[src/bus_pkg.sv]
////////////////////
// Core side of the peripheral bus. Access codes are active-low sizes,
// so all ones means no access. The 11-bit address is seen either as
// 64-byte full slots or as 16-byte byte slots.
////////////////////
package bus_pkg;

    localparam int unsigned ADDR_W = 11;
    localparam int unsigned DATA_W = 32;
    localparam int unsigned BYTE_W = 8;

    // Encoded size of a read or write strobe
    typedef enum logic [1:0] {
        ACC_BYTE = 2'b00,
        ACC_HALF = 2'b01,
        ACC_WORD = 2'b10,
        ACC_NONE = 2'b11
    } access_n_t;

    // Top two address bits of the byte-interface region
    localparam logic [1:0] REGION_BYTE = 2'b10;

    typedef union packed {
        struct packed {
            logic [4:0] slot;
            logic [5:0] offset;
        } full_v;
        struct packed {
            logic [2:0] region;
            logic [3:0] slot;
            logic [3:0] offset;
        } byte_v;
    } periph_addr_u;

    typedef struct packed {
        periph_addr_u        addr;
        logic [DATA_W-1:0]   wdata;
        access_n_t           write_n;
        access_n_t           read_n;
    } bus_req_t;

endpackage

[src/periph_pkg.sv]
////////////////////
// Peripheral map. Only full slot 1 (GPIO) is populated; the other full
// slots read as zero. Function selects lie at GPIO offset 0x20 + 4*pin.
////////////////////
package periph_pkg;

    localparam int unsigned N_PINS       = 8;
    localparam int unsigned N_BYTE_SLOTS = 16;

    localparam int unsigned SLOT_GPIO = 1;

    // GPIO register offsets within the 64-byte slot
    localparam logic [5:0] GPIO_OFS_OUT = 6'h00;
    localparam logic [5:0] GPIO_OFS_IN  = 6'h04;
    localparam logic [5:0] GPIO_OFS_SEL = 6'h20;

    // Bits of the offset that identify a function-select register
    localparam logic [5:0] GPIO_SEL_MASK = 6'h23;

    // Per-pin output source
    typedef struct packed {
        logic       spare;
        logic       byte_bank;
        logic [3:0] slot;
    } func_sel_t;

    localparam func_sel_t FUNC_SEL_GPIO = '{
        spare:     1'b0,
        byte_bank: 1'b0,
        slot:      4'(SLOT_GPIO)
    };

endpackage

[src/byte_reg_bank.sv]
////////////////////
// Sixteen byte slots, one register each. The offset within a slot is
// ignored, so every address in the slot hits the same register.
////////////////////
`timescale 1ns/1ns

module byte_reg_bank (
    input  logic                                                        clk,
    input  logic                                                        rst_n,
    input  logic [periph_pkg::N_BYTE_SLOTS-1:0]                         i_sel,
    input  bus_pkg::bus_req_t                                           i_req,
    output logic [periph_pkg::N_BYTE_SLOTS-1:0][bus_pkg::BYTE_W-1:0]    o_rdata,
    output logic [periph_pkg::N_BYTE_SLOTS-1:0][periph_pkg::N_PINS-1:0] o_pins
);
    import bus_pkg::*;
    import periph_pkg::*;

    logic [N_BYTE_SLOTS-1:0][BYTE_W-1:0] regs;
    logic                                wr_en;

    assign wr_en = (i_req.write_n != ACC_NONE);

    always_ff @(posedge clk) begin
        if (!rst_n) begin
            regs <= '0;
        end else begin
            for (int k = 0; k < N_BYTE_SLOTS; k++) begin
                if (wr_en && i_sel[k]) begin
                    regs[k] <= i_req.wdata[BYTE_W-1:0];
                end
            end
        end
    end

    // The register is both readback and the slot's pin vector
    assign o_rdata = regs;
    assign o_pins  = regs;

endmodule

[src/gpio_ctrl.sv]
////////////////////
// GPIO block in full slot 1. Only the low 8 bits of the output register
// exist. Each pin's function select routes it to any slot's pin vector;
// all pins reset to GPIO.
////////////////////
`timescale 1ns/1ns

module gpio_ctrl (
    input  logic                                                     clk,
    input  logic                                                     rst_n,
    input  logic                                                     i_sel,
    input  bus_pkg::bus_req_t                                        i_req,
    input  logic [periph_pkg::N_PINS-1:0]                            i_ui_in,
    input  logic [periph_pkg::N_BYTE_SLOTS-1:0][periph_pkg::N_PINS-1:0] i_byte_pins,
    output logic [bus_pkg::DATA_W-1:0]                               o_rdata,
    output logic [periph_pkg::N_PINS-1:0]                            o_uo_out
);
    import bus_pkg::*;
    import periph_pkg::*;

    localparam int unsigned SEL_W = $bits(func_sel_t);

    logic [N_PINS-1:0]            gpio_out;
    func_sel_t [N_PINS-1:0]       func_sel;
    logic [5:0]                   offset;
    logic                         wr_en;
    logic                         is_sel_reg;
    logic [$clog2(N_PINS)-1:0]    pin_idx;

    assign offset     = i_req.addr.full_v.offset;
    assign wr_en      = i_sel && (i_req.write_n != ACC_NONE);
    assign is_sel_reg = ((offset & GPIO_SEL_MASK) == GPIO_OFS_SEL);
    assign pin_idx    = offset[4:2];

    always_ff @(posedge clk) begin
        if (!rst_n) begin
            gpio_out <= '0;
            func_sel <= {N_PINS{FUNC_SEL_GPIO}};
        end else if (wr_en) begin
            if (offset == GPIO_OFS_OUT) begin
                gpio_out <= i_req.wdata[N_PINS-1:0];
            end
            if (is_sel_reg) begin
                func_sel[pin_idx] <= func_sel_t'(i_req.wdata[SEL_W-1:0]);
            end
        end
    end

    // Readback, qualified by the decoder's select downstream
    always_comb begin
        o_rdata = '0;
        if (offset == GPIO_OFS_OUT) begin
            o_rdata[N_PINS-1:0] = gpio_out;
        end else if (offset == GPIO_OFS_IN) begin
            o_rdata[N_PINS-1:0] = i_ui_in;
        end else if (is_sel_reg) begin
            o_rdata[SEL_W-1:0] = func_sel[pin_idx];
        end
    end

    // Pin p takes bit p of the chosen source
    always_comb begin
        for (int p = 0; p < N_PINS; p++) begin
            if (func_sel[p].byte_bank) begin
                o_uo_out[p] = i_byte_pins[func_sel[p].slot][p];
            end else if (func_sel[p].slot == SLOT_GPIO) begin
                o_uo_out[p] = gpio_out[p];
            end else begin
                // Empty full slots drive nothing
                o_uo_out[p] = 1'b0;
            end
        end
    end

endmodule

[src/periph_addr_decode.sv]
////////////////////
// Combinational address decode and read mux. Every source answers in
// the same cycle, so ready is high for any address.
////////////////////
`timescale 1ns/1ns

module periph_addr_decode (
    input  bus_pkg::bus_req_t                                        i_req,
    input  logic [bus_pkg::DATA_W-1:0]                               i_gpio_rdata,
    input  logic [periph_pkg::N_BYTE_SLOTS-1:0][bus_pkg::BYTE_W-1:0] i_byte_rdata,
    output logic                                                     o_gpio_sel,
    output logic [periph_pkg::N_BYTE_SLOTS-1:0]                      o_byte_sel,
    output logic [bus_pkg::DATA_W-1:0]                               o_rdata,
    output logic                                                     o_rready
);
    import bus_pkg::*;
    import periph_pkg::*;

    // One line per full slot, indexed by the 5-bit slot field
    logic [31:0] full_sel;
    logic        in_byte_region;

    assign in_byte_region = (i_req.addr.byte_v.region[2:1] == REGION_BYTE);

    always_comb begin
        full_sel   = '0;
        o_byte_sel = '0;
        o_rdata    = '0;
        o_rready   = 1'b0;

        if (in_byte_region) begin
            o_byte_sel[i_req.addr.byte_v.slot] = 1'b1;
            o_rdata  = {{(DATA_W-BYTE_W){1'b0}}, i_byte_rdata[i_req.addr.byte_v.slot]};
            o_rready = 1'b1;
        end else begin
            full_sel[i_req.addr.full_v.slot] = 1'b1;
            // Unpopulated full slots return zero but still complete
            if (full_sel[SLOT_GPIO]) begin
                o_rdata = i_gpio_rdata;
            end
            o_rready = 1'b1;
        end
    end

    assign o_gpio_sel = full_sel[SLOT_GPIO];

endmodule

[src/periph_read_port.sv]
////////////////////
// Read data is registered and held until the core signals completion.
// Write acknowledge is combinational from the write strobe.
////////////////////
`timescale 1ns/1ns

module periph_read_port (
    input  logic                       clk,
    input  logic                       rst_n,
    input  bus_pkg::access_n_t         i_read,
    input  bus_pkg::access_n_t         i_write,
    input  logic [bus_pkg::DATA_W-1:0] i_rdata,
    input  logic                       i_rready,
    input  logic                       i_read_complete,
    output logic [bus_pkg::DATA_W-1:0] o_data,
    output logic                       o_ready
);
    import bus_pkg::*;

    logic              read_req;
    logic              hold;
    logic              ready_q;
    logic [DATA_W-1:0] data_q;

    assign read_req = (i_read != ACC_NONE);

    always_ff @(posedge clk) begin
        if (!rst_n) begin
            hold    <= 1'b0;
            ready_q <= 1'b0;
            data_q  <= '0;
        end else begin
            ready_q <= read_req && i_rready;

            if (i_read_complete) begin
                hold <= 1'b0;
            end

            // Capture once per read; later edges keep the first value
            if (!hold && read_req && i_rready) begin
                hold   <= 1'b1;
                data_q <= i_rdata;
            end
        end
    end

    assign o_data  = data_q;
    assign o_ready = ready_q || (i_write != ACC_NONE);

endmodule

[src/periph_top.sv]
////////////////////
// Peripheral wrapper. Reads return one cycle after the request and the
// core must hold the read strobe until it sees ready.
////////////////////
`timescale 1ns/1ns

module periph_top (
    input  logic                          clk,
    input  logic                          rst_n,
    input  bus_pkg::bus_req_t             i_req,
    input  logic [periph_pkg::N_PINS-1:0] i_ui_in,
    input  logic                          i_data_read_complete,
    output logic [bus_pkg::DATA_W-1:0]    o_data_out,
    output logic                          o_data_ready,
    output logic [periph_pkg::N_PINS-1:0] o_uo_out
);
    import bus_pkg::*;
    import periph_pkg::*;

    logic                                gpio_sel;
    logic [N_BYTE_SLOTS-1:0]             byte_sel;
    logic [DATA_W-1:0]                   gpio_rdata;
    logic [N_BYTE_SLOTS-1:0][BYTE_W-1:0] byte_rdata;
    logic [N_BYTE_SLOTS-1:0][N_PINS-1:0] byte_pins;
    logic [DATA_W-1:0]                   rdata;
    logic                                rready;

    periph_addr_decode u_decode (
        .i_req        (i_req),
        .i_gpio_rdata (gpio_rdata),
        .i_byte_rdata (byte_rdata),
        .o_gpio_sel   (gpio_sel),
        .o_byte_sel   (byte_sel),
        .o_rdata      (rdata),
        .o_rready     (rready)
    );

    periph_read_port u_read_port (
        .clk             (clk),
        .rst_n           (rst_n),
        .i_read          (i_req.read_n),
        .i_write         (i_req.write_n),
        .i_rdata         (rdata),
        .i_rready        (rready),
        .i_read_complete (i_data_read_complete),
        .o_data          (o_data_out),
        .o_ready         (o_data_ready)
    );

    gpio_ctrl u_gpio (
        .clk         (clk),
        .rst_n       (rst_n),
        .i_sel       (gpio_sel),
        .i_req       (i_req),
        .i_ui_in     (i_ui_in),
        .i_byte_pins (byte_pins),
        .o_rdata     (gpio_rdata),
        .o_uo_out    (o_uo_out)
    );

    byte_reg_bank u_byte_bank (
        .clk     (clk),
        .rst_n   (rst_n),
        .i_sel   (byte_sel),
        .i_req   (i_req),
        .o_rdata (byte_rdata),
        .o_pins  (byte_pins)
    );

endmodule

[config.mk]
export PLATFORM = sky130hd
export DESIGN_NAME = periph_top
export DESIGN_NICKNAME = d
export VERILOG_FILES = /design/src/bus_pkg.sv /design/src/periph_pkg.sv /design/src/byte_reg_bank.sv /design/src/gpio_ctrl.sv /design/src/periph_addr_decode.sv /design/src/periph_read_port.sv /design/src/periph_top.sv
export SDC_FILE = /design/constraint.sdc
export NUM_CORES = 1
export LEC_CHECK = 0
export BUFFER_PORTS_ARGS = -buffer_cell sky130_fd_sc_hd__buf_2
export CAP_MARGIN = 30
export CORE_MARGIN = 3
export CORE_UTILIZATION = 54
export DETAILED_ROUTE_END_ITERATION = 10
export HOLD_SLACK_MARGIN = 0.08
export PLACE_DENSITY_LB_ADDON = 0.3
export SYNTH_ARGS = -nofsm -noshare
export SYNTH_HDL_FRONTEND = slang
export SYNTH_SLANG_ARGS = --single-unit
export TNS_END_PERCENT = 20
[constraint.sdc]
create_clock -name clk -period 1.75 [get_ports clk]
set_input_delay 0 -clock clk [delete_from_list [all_inputs] [get_ports clk]]
set_output_delay 0 -clock clk [all_outputs]
set_load 0.05 [all_outputs]
==> results.yml <==
synth:
  synth_ff_type: "sky130_fd_sc_hd__dfxtp_1"
  synth_top_area_cell: "sky130_fd_sc_hd__dfxtp_1"
  synth_xor_area_frac: 0
  synth.cell_area_um2: 10600
  ys.warnings.count: 0
  synth-compound-area-share: 0.127
  most_numerous_cell_in_the_yosys_netlist: "sky130_fd_sc_hd__dfxtp_1"
  number_of_enable_type_register_cells_in_the_synthesized_netlist: 0
  synth.top_cells.by_count: "194 x sky130_fd_sc_hd__dfxtp_1, 178 x sky130_fd_sc_hd__mux2i_1, 129 x sky130_fd_sc_hd__nand2_1"
  async_flop_share: 0
  synth_top_cells_by_area: "sky130_fd_sc_hd__dfxtp_1 37%, sky130_fd_sc_hd__mux2i_1 17%, sky130_fd_sc_hd__mux4_2 7.7%, sky130_fd_sc_hd__a21boi_0 6.9%, sky130_fd_sc_hd__nand3_1 5.5%"
  fraction_of_the_mapped_netlist_area_in_adder_cells: 0
  synth_top_family_by_area: "multiplexers"
  synth_top_area_frac: 0.367
  synth-simple-area-share: 0.194
  ys_types: 45
  synth.avg_cell_area_um2: 9.44
  seq_area_frac_synth: 0.367
  synth_mux_area_frac: 0.256
  synthesis.instances: 1121
  postSynthRegisterBits: 194
critical_path:
  path_depth: 8
  timing.reg2reg.setup_slack_ps: 100
  timing.critical_path.slowest_cell_delay_ps: 490
  startpoint: "u_gpio.func_sel[6]$_SDFFE_PN1P_"
  worst-path-buf-inv: 3
  worst-endpoint-required_ps: 1750
  crit_path_cell_trace: "buf_12 -> mux4_2 -> mux2i_1 -> buf_4 -> nor3b_2 -> a31oi_1 -> o31ai_2 -> buf_6"
  capture_point_of_the_critical_path: "o_uo_out[1]"
  criticalPathCategory: "reg -> out"
  worst-path-max-fanout: 4
  r2r_end: "u_read_port.o_data[1]$_SDFFE_PN0P_"
  rr_worst_depth: 5
  critPathTopFamily: "multiplexers"
  worst_setup_path_start_kind: "flop"
  crit_arrival_ps: 2230
  kind_of_end_point_of_the_critical_path: "output port"
  r2r-start: "u_gpio.func_sel[37]$_SDFFE_PN0P_"
  timing.critical_path.slowest_stage_cell: "sky130_fd_sc_hd__mux4_2"
timing:
  worst-slew-pin-transition_ps: 673
  rsz_0062_raised_after_global_routing: "true"
  fin_skew_ps: 9.65
  min_period_ps: 2230
  setup_ws_ps: -482
  finalHoldWorstSlack_ps: 115
  max-slew-margin-rel: 0.552
  maxClockFrequency_mhz: 448
  timing.final.hold_violations: 0
  setup_viol: 8
  finalMaxSlewViolations: 0
  post-route-period-util: 1.28
finish:
  area_growth_pct: 19.1
  final-seq-area_um2: 3900
  final_core_util: 0.665
  layout.nets: 1268
  antenna-diode-count: 0
  post_layout_nonfiller_instances: 1483
  multi_input_area_um2: 6380
  final_layout_size_suffix_gt1_frac: 0.231
  fillerInstances: 1458
  design_area_um2: 12600
worst_hold_path:
  worst_hold_path.num_cells: 3
  worstHoldPathType: "in -> reg"
clocking:
  cts-root-buf: "sky130_fd_sc_hd__clkbuf_16"
  worstSkewPairLatency_ps: 440
  cts_tree: "done"
  clk_pin_slew_ps: 80
  cts.sinks: 194
  clockBufferDepth: 2
  max_h_tree_level: 4
  cts_inserted_buffers: 17
route:
  detailroute.via_count: 9108
  vias_per_instance: 6.14
  drc: 0
  drtIter0Drc: 1036
  drt.antenna.violating_nets: 0
  finalWirelength_mm: 31.9
  detailed_routing_iteration_count_for_the_pre_antenna_repair_pass: 5
  detail_route.wl_per_cell_um: 21.5
placement:
  detailed_place.area_um2: 11800
  portBuffers: 50
  gp_routability_congestion: 0.909
  place_inst: 1444
  dpl.hpwl_mm: 22.5
job:
  max_cap_violations: 0
pwr:
  total_power_divided_by_cell_area_nw_per_um2: 733
  p_leak_nw: 4.56
  vdd.ir_drop.worst_uv: 458
die:
  floorplan.die.width_um: 146
  fp-row-count: 50
  die_area_um2: 21300
  die_h_um: 146
  floorplan.initialDensity: 0.558
  io_pins: 99
  core_um2: 19000
global_routing:
  globalRouteOverflowTotal: 0
  number_of_antenna_violations_at_the_first_check_in_global_routing: 1
  global_route_wire_length_before_repair_mm: 50.3
  grt_start_max_net_pins: 59
  grt_use_total: 0.296
  grt_pass1_vias: 8876
run_status:
  violations: "setup timing"
  outcome: "finished with violations"
-- worst reg2reg max path, stage by stage, from the launching register on --
cell and delay (ps):
sky130_fd_sc_hd__dfxtp_1 560, sky130_fd_sc_hd__mux2i_1 180, sky130_fd_sc_hd__a22oi_1 350, sky130_fd_sc_hd__a31oi_1 150, sky130_fd_sc_hd__buf_4 170, sky130_fd_sc_hd__a31oi_1 160
-- worst min-delay path by stage --
stage	startpoint	end	slack (ps)
floorplan	i_req[1]	u_read_port.ready_q$_SDFF_PN0_	110
detailed placement	i_req[0]	u_read_port.ready_q$_SDFF_PN0_	220
finish	i_req[6]	u_byte_bank.o_pins[26]$_SDFFE_PN0P_	110
global placement	i_req[1]	u_read_port.ready_q$_SDFF_PN0_	210
global route	i_req[7]	u_byte_bank.o_pins[59]$_SDFFE_PN0P_	120
CTS	i_req[6]	u_byte_bank.o_pins[18]$_SDFFE_PN0P_	100
-- timing repair --
action / CTS / global route
endpoints found under the hold margin: 60 / 0
gates resized for setup: 43 / 5
pin swaps: 8 / 1
buffers inserted: 0 / 0
endpoints found under the setup margin: 8 / 8
hold buffers: 7 / 0
-- sequential cells by signal (all words and copies together) (netlist names) --
signal / count
u_byte_bank.o_pins: 128
u_gpio.func_sel: 48
u_gpio.gpio_out: 8
u_read_port.hold: 1
u_read_port.o_data: 8
u_read_port.ready_q: 1
-- through the flow --
stage	total power, mW	TNS, ps	worst slack (ps)
floorplan	5.28	-1580	-90.2
global placement	5.57	-3940	-186
detailed placement	5.57	-4800	-211
CTS	9.21	-3310	-485
global route	9.49	-3860	-580
finish	9.24	-3350	-482
-- power by group --
part           switching, mW  internal [mW]
combinational          0.691          0.349
sequential            0.0282           4.44
clock                   1.84           1.89
-- layout by cell type (no fill, tap or decap), types with 8 or more instances in the layout --
cell type                   netlist  routed
sky130_fd_sc_hd__nand3_1        116     116
sky130_fd_sc_hd__o21ai_0         13      12
sky130_fd_sc_hd__a21oi_1          9       9
sky130_fd_sc_hd__clkbuf_16        0      17
sky130_fd_sc_hd__a22oi_1         24      24
sky130_fd_sc_hd__nor2_1          10       9
sky130_fd_sc_hd__conb_1           1      24
sky130_fd_sc_hd__buf_6            0       8
sky130_fd_sc_hd__a31oi_1         24      19
sky130_fd_sc_hd__buf_12           0      17
sky130_fd_sc_hd__a21boi_0        97      97
sky130_fd_sc_hd__mux4_2          36      36
sky130_fd_sc_hd__mux2i_1        178     175
sky130_fd_sc_hd__dfxtp_1        194     185
sky130_fd_sc_hd__buf_2           11      40
sky130_fd_sc_hd__nor2b_1         92      92
sky130_fd_sc_hd__buf_4           29      99
sky130_fd_sc_hd__nand2_1        129     129
-- cells by family after synthesis --
kind of cell | after synthesis
buffers and inverters | 124
flip-flops | 194
AND/OR/NAND/NOR | 389
multiplexers | 224
other | 1
AO/OA/AOI/OAI | 189
-- per-layer routing --
metal / part of all wire / vias to the layer above / track usage
li1: - / 4176 / -
met1: 0.43 / 4436 / 0.405
met2: 0.47 / 413 / 0.475
met3: 0.073 / 81 / 0.0492
met4: 0.033 / 2 / 0.111
met5: 0.00060 / - / 0
-- final cells by class --
cell class	count	share of cell area
multi-input combinational	826	0.507
clock buffer	20	0.0355
timing repair buffer	171	0.115
sequential	194	0.310
clock inverter	12	0.00804
tap	260	0.0258
No activity file was read; power rests on OpenSTA's default activity.
